[src/logic/evt_link_pkg.sv]
package evt_link_pkg;

    // Lane and word types
    typedef logic [7:0]  evt_code_t;
    typedef logic [7:0]  link_byte_t;
    typedef logic [15:0] link_word_t;  // [15:8] event lane, [7:0] data lane
    typedef logic [1:0]  k_flags_t;    // [1] event lane, [0] data lane

    // Frame geometry
    typedef logic [4:0]  seg_addr_t;   // Byte index into segment buffer
    typedef logic [5:0]  frame_idx_t;  // Word index, two words per buffer byte

    // 8b10b control symbols
    localparam link_byte_t K28_5     = 8'hBC;  // Comma
    localparam link_byte_t SEG_START = 8'h5C;
    localparam link_byte_t SEG_STOP  = 8'h3C;

    localparam int SEG_BYTES     = 32;
    localparam int COMMA_SPACING = 4;  // One comma every fourth word

endpackage

[src/logic/evt_regmap_pkg.sv]
package evt_regmap_pkg;

    typedef logic [3:0]  reg_addr_t;
    typedef logic [15:0] reg_data_t;
    typedef logic [15:0] presc_t;

    // Register map
    localparam reg_addr_t REG_CTRL     = 4'd0;
    localparam reg_addr_t REG_PRESC    = 4'd1;
    localparam reg_addr_t REG_SEG_ADDR = 4'd2;
    localparam reg_addr_t REG_SEG_DATA = 4'd3;  // Auto-incrementing byte port
    localparam reg_addr_t REG_EVT_DATA = 4'd4;  // Read pops the event FIFO
    localparam reg_addr_t REG_STATUS   = 4'd5;

    // CTRL bits
    localparam int CTRL_LINK_EN = 0;
    localparam int CTRL_SRC_EN  = 1;
    localparam int CTRL_CLEAR   = 2;  // Self-clearing

    // STATUS and EVT_DATA fields
    localparam int STAT_EMPTY     = 0;
    localparam int STAT_FULL      = 1;
    localparam int STAT_COUNT_LSB = 8;
    localparam int EVT_VALID      = 8;

endpackage

[src/logic/evt_ifs.sv]
// Host side of the event FIFO
interface evt_fifo_if
    import evt_link_pkg::*;
#(
    parameter int EVT_FIFO_DEPTH = 16
) ();
    localparam int CNT_W = $clog2(EVT_FIFO_DEPTH) + 1;

    logic             pop;
    logic             clear;
    evt_code_t        code;   // Head entry
    logic             empty;
    logic             full;
    logic [CNT_W-1:0] count;

    modport host (output pop, output clear, input code, input empty, input full, input count);
    modport fifo (input pop, input clear, output code, output empty, output full, output count);
endinterface

// Segment buffer write port and link enable
interface seg_buf_if
    import evt_link_pkg::*;
();
    logic       wr;
    seg_addr_t  addr;
    link_byte_t data;
    logic       link_en;

    modport regs (output wr, output addr, output data, output link_en);
    modport gen  (input wr, input addr, input data, input link_en);
endinterface

[src/logic/evt_regs.sv]
module evt_regs
    import evt_link_pkg::*;
    import evt_regmap_pkg::*;
#(
    parameter int EVT_FIFO_DEPTH = 16
) (
    input  logic            clk,
    input  logic            reset_i,
    input  reg_addr_t       reg_addr_i,
    input  logic            reg_wr_i,
    input  logic            reg_rd_i,
    input  reg_data_t       reg_wdata_i,
    output reg_data_t       reg_rdata_o,
    evt_fifo_if.host        fifo,
    seg_buf_if.regs         seg,
    output presc_t          presc_o,
    output logic            src_en_o,
    output logic            clear_o
);
    localparam int CNT_W = $clog2(EVT_FIFO_DEPTH) + 1;

    logic      link_en;
    logic      src_en;
    presc_t    presc;
    seg_addr_t seg_addr;
    reg_data_t rd_val;

    always_ff @(posedge clk)
    begin
        if (reset_i)
        begin
            link_en  <= 1'b0;
            src_en   <= 1'b0;
            presc    <= '0;
            seg_addr <= '0;
        end
        else if (reg_wr_i)
        begin
            case (reg_addr_i)
                REG_CTRL:
                begin
                    link_en <= reg_wdata_i[CTRL_LINK_EN];
                    src_en  <= reg_wdata_i[CTRL_SRC_EN];
                end
                REG_PRESC:    presc    <= reg_wdata_i;
                REG_SEG_ADDR: seg_addr <= reg_wdata_i[$bits(seg_addr_t)-1:0];
                REG_SEG_DATA: seg_addr <= seg_addr + 1'b1;  // Wraps at 32
                default:      ;
            endcase
        end
    end

    // Clear acts at the write edge itself
    assign clear_o = reg_wr_i && (reg_addr_i == REG_CTRL) && reg_wdata_i[CTRL_CLEAR];

    assign seg.wr      = reg_wr_i && (reg_addr_i == REG_SEG_DATA);
    assign seg.addr    = seg_addr;
    assign seg.data    = reg_wdata_i[$bits(link_byte_t)-1:0];
    assign seg.link_en = link_en;

    assign fifo.clear = clear_o;
    assign fifo.pop   = reg_rd_i && (reg_addr_i == REG_EVT_DATA);  // FIFO ignores pop when empty

    assign presc_o  = presc;
    assign src_en_o = src_en;

    always_comb
    begin
        rd_val = '0;
        case (reg_addr_i)
            REG_CTRL:
            begin
                rd_val[CTRL_LINK_EN] = link_en;
                rd_val[CTRL_SRC_EN]  = src_en;
            end
            REG_PRESC:    rd_val = presc;
            REG_SEG_ADDR: rd_val[$bits(seg_addr_t)-1:0] = seg_addr;
            REG_EVT_DATA:
            begin
                if (!fifo.empty)
                begin
                    rd_val[$bits(evt_code_t)-1:0] = fifo.code;
                    rd_val[EVT_VALID]             = 1'b1;
                end
            end
            REG_STATUS:
            begin
                rd_val[STAT_EMPTY]                = fifo.empty;
                rd_val[STAT_FULL]                 = fifo.full;
                rd_val[STAT_COUNT_LSB +: CNT_W]   = fifo.count;
            end
            default:      rd_val = '0;  // Unmapped
        endcase
    end

    always_ff @(posedge clk)
    begin
        if (reset_i)
            reg_rdata_o <= '0;
        else if (reg_rd_i)
            reg_rdata_o <= rd_val;
    end

endmodule

[src/logic/evt_source.sv]
module evt_source
    import evt_link_pkg::*;
    import evt_regmap_pkg::*;
(
    input  logic      clk,
    input  logic      reset_i,
    input  logic      clear_i,
    input  logic      src_en_i,
    input  presc_t    presc_i,
    input  logic      full_i,
    output logic      push_o,
    output evt_code_t code_o
);
    presc_t    cnt;
    evt_code_t code;
    logic      run;

    assign run = src_en_i && !full_i;  // Frozen while FIFO is full

    always_ff @(posedge clk)
    begin
        if (reset_i || clear_i)
        begin
            cnt  <= '0;
            code <= '0;
        end
        else if (run)
        begin
            if (cnt == presc_i)
            begin
                cnt  <= '0;
                code <= code + 1'b1;  // Next code after each push
            end
            else
                cnt <= cnt + 1'b1;
        end
    end

    assign push_o = run && (cnt == presc_i);
    assign code_o = code;

endmodule

[src/logic/evt_fifo.sv]
module evt_fifo
    import evt_link_pkg::*;
#(
    parameter int EVT_FIFO_DEPTH = 16
) (
    input  logic      clk,
    input  logic      reset_i,
    input  logic      push_i,
    input  evt_code_t code_i,
    output logic      full_o,
    evt_fifo_if.fifo  fifo
);
    localparam int AW    = $clog2(EVT_FIFO_DEPTH);
    localparam int CNT_W = AW + 1;

    evt_code_t        mem [EVT_FIFO_DEPTH];
    logic [AW-1:0]    wr_ptr;
    logic [AW-1:0]    rd_ptr;
    logic [CNT_W-1:0] count;
    logic             push_ok;
    logic             pop_ok;

    assign fifo.full  = (count == CNT_W'(EVT_FIFO_DEPTH));
    assign fifo.empty = (count == '0);
    assign fifo.count = count;
    assign fifo.code  = mem[rd_ptr];
    assign full_o     = fifo.full;

    assign push_ok = push_i && !fifo.full;
    assign pop_ok  = fifo.pop && !fifo.empty;

    always_ff @(posedge clk)
    begin
        if (push_ok)
            mem[wr_ptr] <= code_i;
    end

    always_ff @(posedge clk)
    begin
        if (reset_i || fifo.clear)
        begin
            wr_ptr <= '0;
            rd_ptr <= '0;
            count  <= '0;
        end
        else
        begin
            if (push_ok)
                wr_ptr <= wr_ptr + 1'b1;
            if (pop_ok)
                rd_ptr <= rd_ptr + 1'b1;
            case ({push_ok, pop_ok})
                2'b10:   count <= count + 1'b1;
                2'b01:   count <= count - 1'b1;
                default: ;  // Both or neither
            endcase
        end
    end

endmodule

[src/logic/frame_gen.sv]
module frame_gen
    import evt_link_pkg::*;
(
    input  logic       clk,
    input  logic       reset_i,
    seg_buf_if.gen     seg,
    output link_word_t tx_data_o,
    output k_flags_t   tx_is_k_o
);
    link_byte_t seg_mem [SEG_BYTES];  // Segment buffer
    frame_idx_t idx;
    link_byte_t evt_lane;
    link_byte_t data_lane;
    logic       comma_slot;

    always_ff @(posedge clk)
    begin
        if (seg.wr)
            seg_mem[seg.addr] <= seg.data;
    end

    // Held at word 0 until the link is enabled
    always_ff @(posedge clk)
    begin
        if (reset_i || !seg.link_en)
            idx <= '0;
        else
            idx <= idx + 1'b1;  // Wraps at 64
    end

    assign comma_slot = (idx % COMMA_SPACING) == 0;

    always_comb
    begin
        evt_lane  = '0;
        data_lane = '0;
        if (seg.link_en)
        begin
            if (comma_slot)
                evt_lane = K28_5;
            if (idx[0])
                data_lane = seg_mem[seg_addr_t'(idx >> 1)];  // One buffer byte per odd word
        end
    end

    assign tx_data_o    = {evt_lane, data_lane};
    assign tx_is_k_o[1] = (evt_lane == K28_5);
    assign tx_is_k_o[0] = (data_lane == SEG_START) || (data_lane == SEG_STOP);

endmodule

[src/logic/evt_link_top.sv]
module evt_link_top
    import evt_link_pkg::*;
    import evt_regmap_pkg::*;
#(
    parameter int EVT_FIFO_DEPTH = 16
) (
    input  logic       clk,
    input  logic       reset_i,
    input  reg_addr_t  reg_addr_i,
    input  logic       reg_wr_i,
    input  logic       reg_rd_i,
    input  reg_data_t  reg_wdata_i,
    output reg_data_t  reg_rdata_o,
    output link_word_t tx_data_o,
    output k_flags_t   tx_is_k_o
);
    presc_t    presc;
    logic      src_en;
    logic      clear;
    logic      push;
    evt_code_t src_code;
    logic      fifo_full;

    evt_fifo_if #(.EVT_FIFO_DEPTH(EVT_FIFO_DEPTH)) fifo_bus ();
    seg_buf_if seg_bus ();

    evt_regs #(.EVT_FIFO_DEPTH(EVT_FIFO_DEPTH)) regs0 (
        .clk, .reset_i, .reg_addr_i, .reg_wr_i, .reg_rd_i, .reg_wdata_i, .reg_rdata_o,
        .fifo(fifo_bus), .seg(seg_bus),
        .presc_o(presc), .src_en_o(src_en), .clear_o(clear)
    );

    evt_source src0 (
        .clk, .reset_i, .clear_i(clear), .src_en_i(src_en), .presc_i(presc),
        .full_i(fifo_full), .push_o(push), .code_o(src_code)
    );

    evt_fifo #(.EVT_FIFO_DEPTH(EVT_FIFO_DEPTH)) fifo0 (
        .clk, .reset_i, .push_i(push), .code_i(src_code), .full_o(fifo_full), .fifo(fifo_bus)
    );

    frame_gen gen0 (.clk, .reset_i, .seg(seg_bus), .tx_data_o, .tx_is_k_o);

endmodule

[config.mk]
export PLATFORM = sky130hd
export DESIGN_NAME = evt_link_top
export DESIGN_NICKNAME = d
export VERILOG_FILES = /design/src/logic/evt_link_pkg.sv /design/src/logic/evt_regmap_pkg.sv /design/src/logic/evt_ifs.sv /design/src/logic/evt_regs.sv /design/src/logic/evt_source.sv /design/src/logic/evt_fifo.sv /design/src/logic/frame_gen.sv /design/src/logic/evt_link_top.sv
export SDC_FILE = /design/constraint.sdc
export NUM_CORES = 1
export LEC_CHECK = 0
export ABC_CLOCK_PERIOD_IN_PS = 4900
export BUFFER_PORTS_ARGS = -buffer_cell sky130_fd_sc_hd__buf_4
export CELL_PAD_IN_SITES_DETAIL_PLACEMENT = 0
export CELL_PAD_IN_SITES_GLOBAL_PLACEMENT = 2
export CORE_MARGIN = 1
export CORE_UTILIZATION = 50
export DETAILED_ROUTE_END_ITERATION = 10
export PLACE_DENSITY = 0.85
export SYNTH_ARGS = -nofsm -noshare
export SYNTH_HDL_FRONTEND = slang
export SYNTH_SLANG_ARGS = --single-unit
[constraint.sdc]
create_clock -name clk -period 4.9 [get_ports clk]
set_input_delay 0.98 -clock clk [delete_from_list [all_inputs] [get_ports clk]]
set_output_delay 0.98 -clock clk [all_outputs]
set_load 0.01 [all_outputs]
==> run metrics <==
RSZ-0062 raised after global routing no; end of the worst hold path regs0.reg_rdata_o[13]; RD Place Congestion 0.812; global-route wire length before repair 63300 um; row count 71; Clock Sinks 470; Sequential Power Share 54.4%; crit start category register; Switch Pwr 1.59 mW; total gr overflow 0; Synth area leaders edfxtp_1 (60%), mux4_2 (11%), dfxtp_1 (9.0%), nor2_1 (2.1%), xnor2_1 (1.7%); actual slew at the worst max-slew pin 1.24 ns; CP Capture Type output pin; post-CTS setup buffer count 0; Iteration-0 DRC Markers 736; leakage power 6.78 nW; top-count cell post-synth edfxtp_1; Pins Over Slew Limit 0; synth cell count leaders edfxtp_1 (384), nor2_1 (109), mux4_2 (91), dfxtp_1 (86), nand2_1 (74); HPWL Detailed 26600 um; syn avg cell area 16.4 um2; Routed WL 41600 um; Post-DRT Antenna Nets 0; Fmax achieved ~220 MHz; Final TNS setup 0 ns; Starting Density 50.8%; dpl cells around 1700; layout cells sized above 1 around a fifth; clock network fraction of total power between 40% and 50%; Worst Path Required approximately 3.9 ns; hold buffer count at CTS 0; total CTS buffers 48; Pint 6.34 mW; reg-to-reg endpoint fifo0.fifo.count[4]; number of synthesized flops with an enable pin 384; CP Class reg2out; latest clock arrival within the worst-skew pair 0.59 ns; CTS tree yes; I/O pins 58; Cell Count, Final, Fillers Out 1768; share of Yosys cell area claimed by the top area cell type 60.2%; gr usage total 22.1%; post-cts sizing count 0; synthesized flop and latch total 470; Critical Path Fanout Max 38; Place WS 0.962 ns; core area 37700 um2; worst hold path class reg2reg; H-tree depth 2; total number of yosys warnings 0; asr flop ratio synth 0%; final hold vios 0; Gate power share 1.7%; drt pass-1 iters 5; Yosys top cell by area edfxtp_1; Arr. time, crit path approximately 3.5 ns; Hold Crit Depth 2; switch share between 20% and 30%; r2r setup slk 1.43 ns; worst r2r src fifo0.fifo.count[1]; part of the cycle the worst path needs between 90 and 100%; final setup violation count 0; Port Buffer Count 54; vias in the first global route 10200; Worst IR Drop VDD 0.000237 V; Post-Syn Instances 1170; via/cell ratio 5.79; pwr dens 370 nW/um2; power after layout 7.93 mW; detailed-route via count 10200; Root Driver clkbuf_16; commonest register cell after synthesis edfxtp_1; Synth-to-Final Area Change 12.0%; Max clock buf depth 3; initial antenna violation count 0; largest net degree at the start of global routing 42; Die H 198 um; worst hold start regs0.reg_rdata_o[13]; drt wl/cell 23.5 um; post-synthesis sequential area ratio between 60% and 70%; NumNets Final 1258; Residual DRC 0; Tmin final 4.52 ns; Slew Limit Headroom 16.8%; ant diodes 0; Final Core Density 57.0%; Worst R2R Path Depth 12; post-layout worst setup margin approximately 0.38 ns; max cap viols 0; Post-Syn Area between 15000 and 20000 um2; status completed; Die Width 198 um; Clock Skews 0.0177 ns; clk slew on worst S/H paths 0.06 ns; post-synth cell types 67; Die ar. 39100 um2
-- logic make-up after synthesis --
| kind of cell | after synthesis | synth area share, % |
|---|---|---|
| AOI/OAI and AO/OA | 123 | 4.41 |
| xor gates and xnor gates | 48 | 2.20 |
| adders and majority gates | 17 | 1.11 |
| buffers and inverters | 94 | 2.38 |
| DFF | 470 | 69.2 |
| muxes | 130 | 13.7 |
| other | 1 | 0.0196 |
| and+or+nand+nor | 287 | 6.95 |
-- cell type report --
type                            instances  area [um2]
Inverter                               21        78.8
Tap cell                              511         639
Clock buffer                           67        1320
Clock inverter                         23         188
Sequential cell                       470       13300
Multi-Input combinational cell        608        5450
Fill cell                            2957       16200
Timing Repair Buffer                   68         510
-- worst max path at each step --
stage / from / end / slack (ns) / cells after the start
after floorplan: reg_addr_i[1] / fifo0.fifo.count[4] / 1.19 / 16
after global placement: gen0.idx[1] / tx_is_k_o[0] / 0.95 / 8
after detailed placement: gen0.idx[1] / tx_is_k_o[0] / 0.96 / 8
after CTS: gen0.idx[1] / tx_is_k_o[0] / 0.34 / 8
after global routing: gen0.idx[1] / tx_is_k_o[0] / 0.18 / 8
final: gen0.idx[1] / tx_is_k_o[0] / 0.38 / 8
-- routing by layer --
layer / up-vias / wire, um / GRT usage, %
li1: 4637 / - / -
met5: - / 0 / 0
met2: 326 / 20200 / 35.3
met3: 60 / 2510 / 4.10
met4: 0 / 922 / 6.03
met1: 5214 / 17900 / 31.3
-- critical path, cell delays in order (launching register included) --
cell and delay (ns):
dfxtp_4 0.80, buf_4 0.35, mux4_2 0.52, mux2_2 0.28
o22ai_1 0.15, a211oi_1 0.12, nand4b_1 0.20, nor4b_2 0.32
buf_4 0.19
-- power groups by stage --
stage | logic [mW] | clock network, mW | registers (mW)
after floorplan | 0.0574 | 0 | 4.40
after global placement | 0.132 | 0 | 4.40
after detailed placement | 0.135 | 0 | 4.40
after CTS | 0.135 | 3.55 | 4.31
after global routing | 0.146 | 3.70 | 4.31
final | 0.133 | 3.48 | 4.31
-- registers in the layout, indices dropped and copies added (netlist names), named ones only --
name,count
fifo0.fifo.count,5
src0.cnt,16
gen0.seg_mem,256
regs0.src_en_o,1
fifo0.rd_ptr,4
fifo0.mem,128
src0.code_o,8
regs0.seg.link_en,1
gen0.idx,6
fifo0.wr_ptr,4
regs0.reg_rdata_o,16
regs0.presc_o,16
regs0.seg.addr,5
-- per-stage QoR --
stage               hold slack (ns)  instance area, um2
finish                        0.467               21500
floorplan                     0.448               19200
detailed placement            0.458               19900
global placement              0.453               19900
global route                  0.494               21500
CTS                           0.467               21400
-- placed cells by master, fill, tap and decap left out, types with 4 or more instances in the layout --
cell type,n
nand4_1,12
and2_1,9
and3_1,7
mux4_1,11
ha_1,17
nand2_1,74
inv_1,19
nand3b_1,5
mux2_2,8
o2bb2ai_1,4
clkinv_2,8
xnor2_1,37
mux4_2,91
clkinv_1,12
xor2_1,11
dfxtp_1,82
o21ai_0,7
a31oi_1,4
mux2i_1,20
nor2_1,109
a22oi_1,10
buf_4,68
nand2b_1,6
nor3_1,15
clkbuf_1,15
or3_1,6
edfxtp_1,384
nand3_1,18
a21oi_1,46
a221oi_1,15
clkbuf_16,49
nor2b_1,9
(Power assumes the default switching activity.)
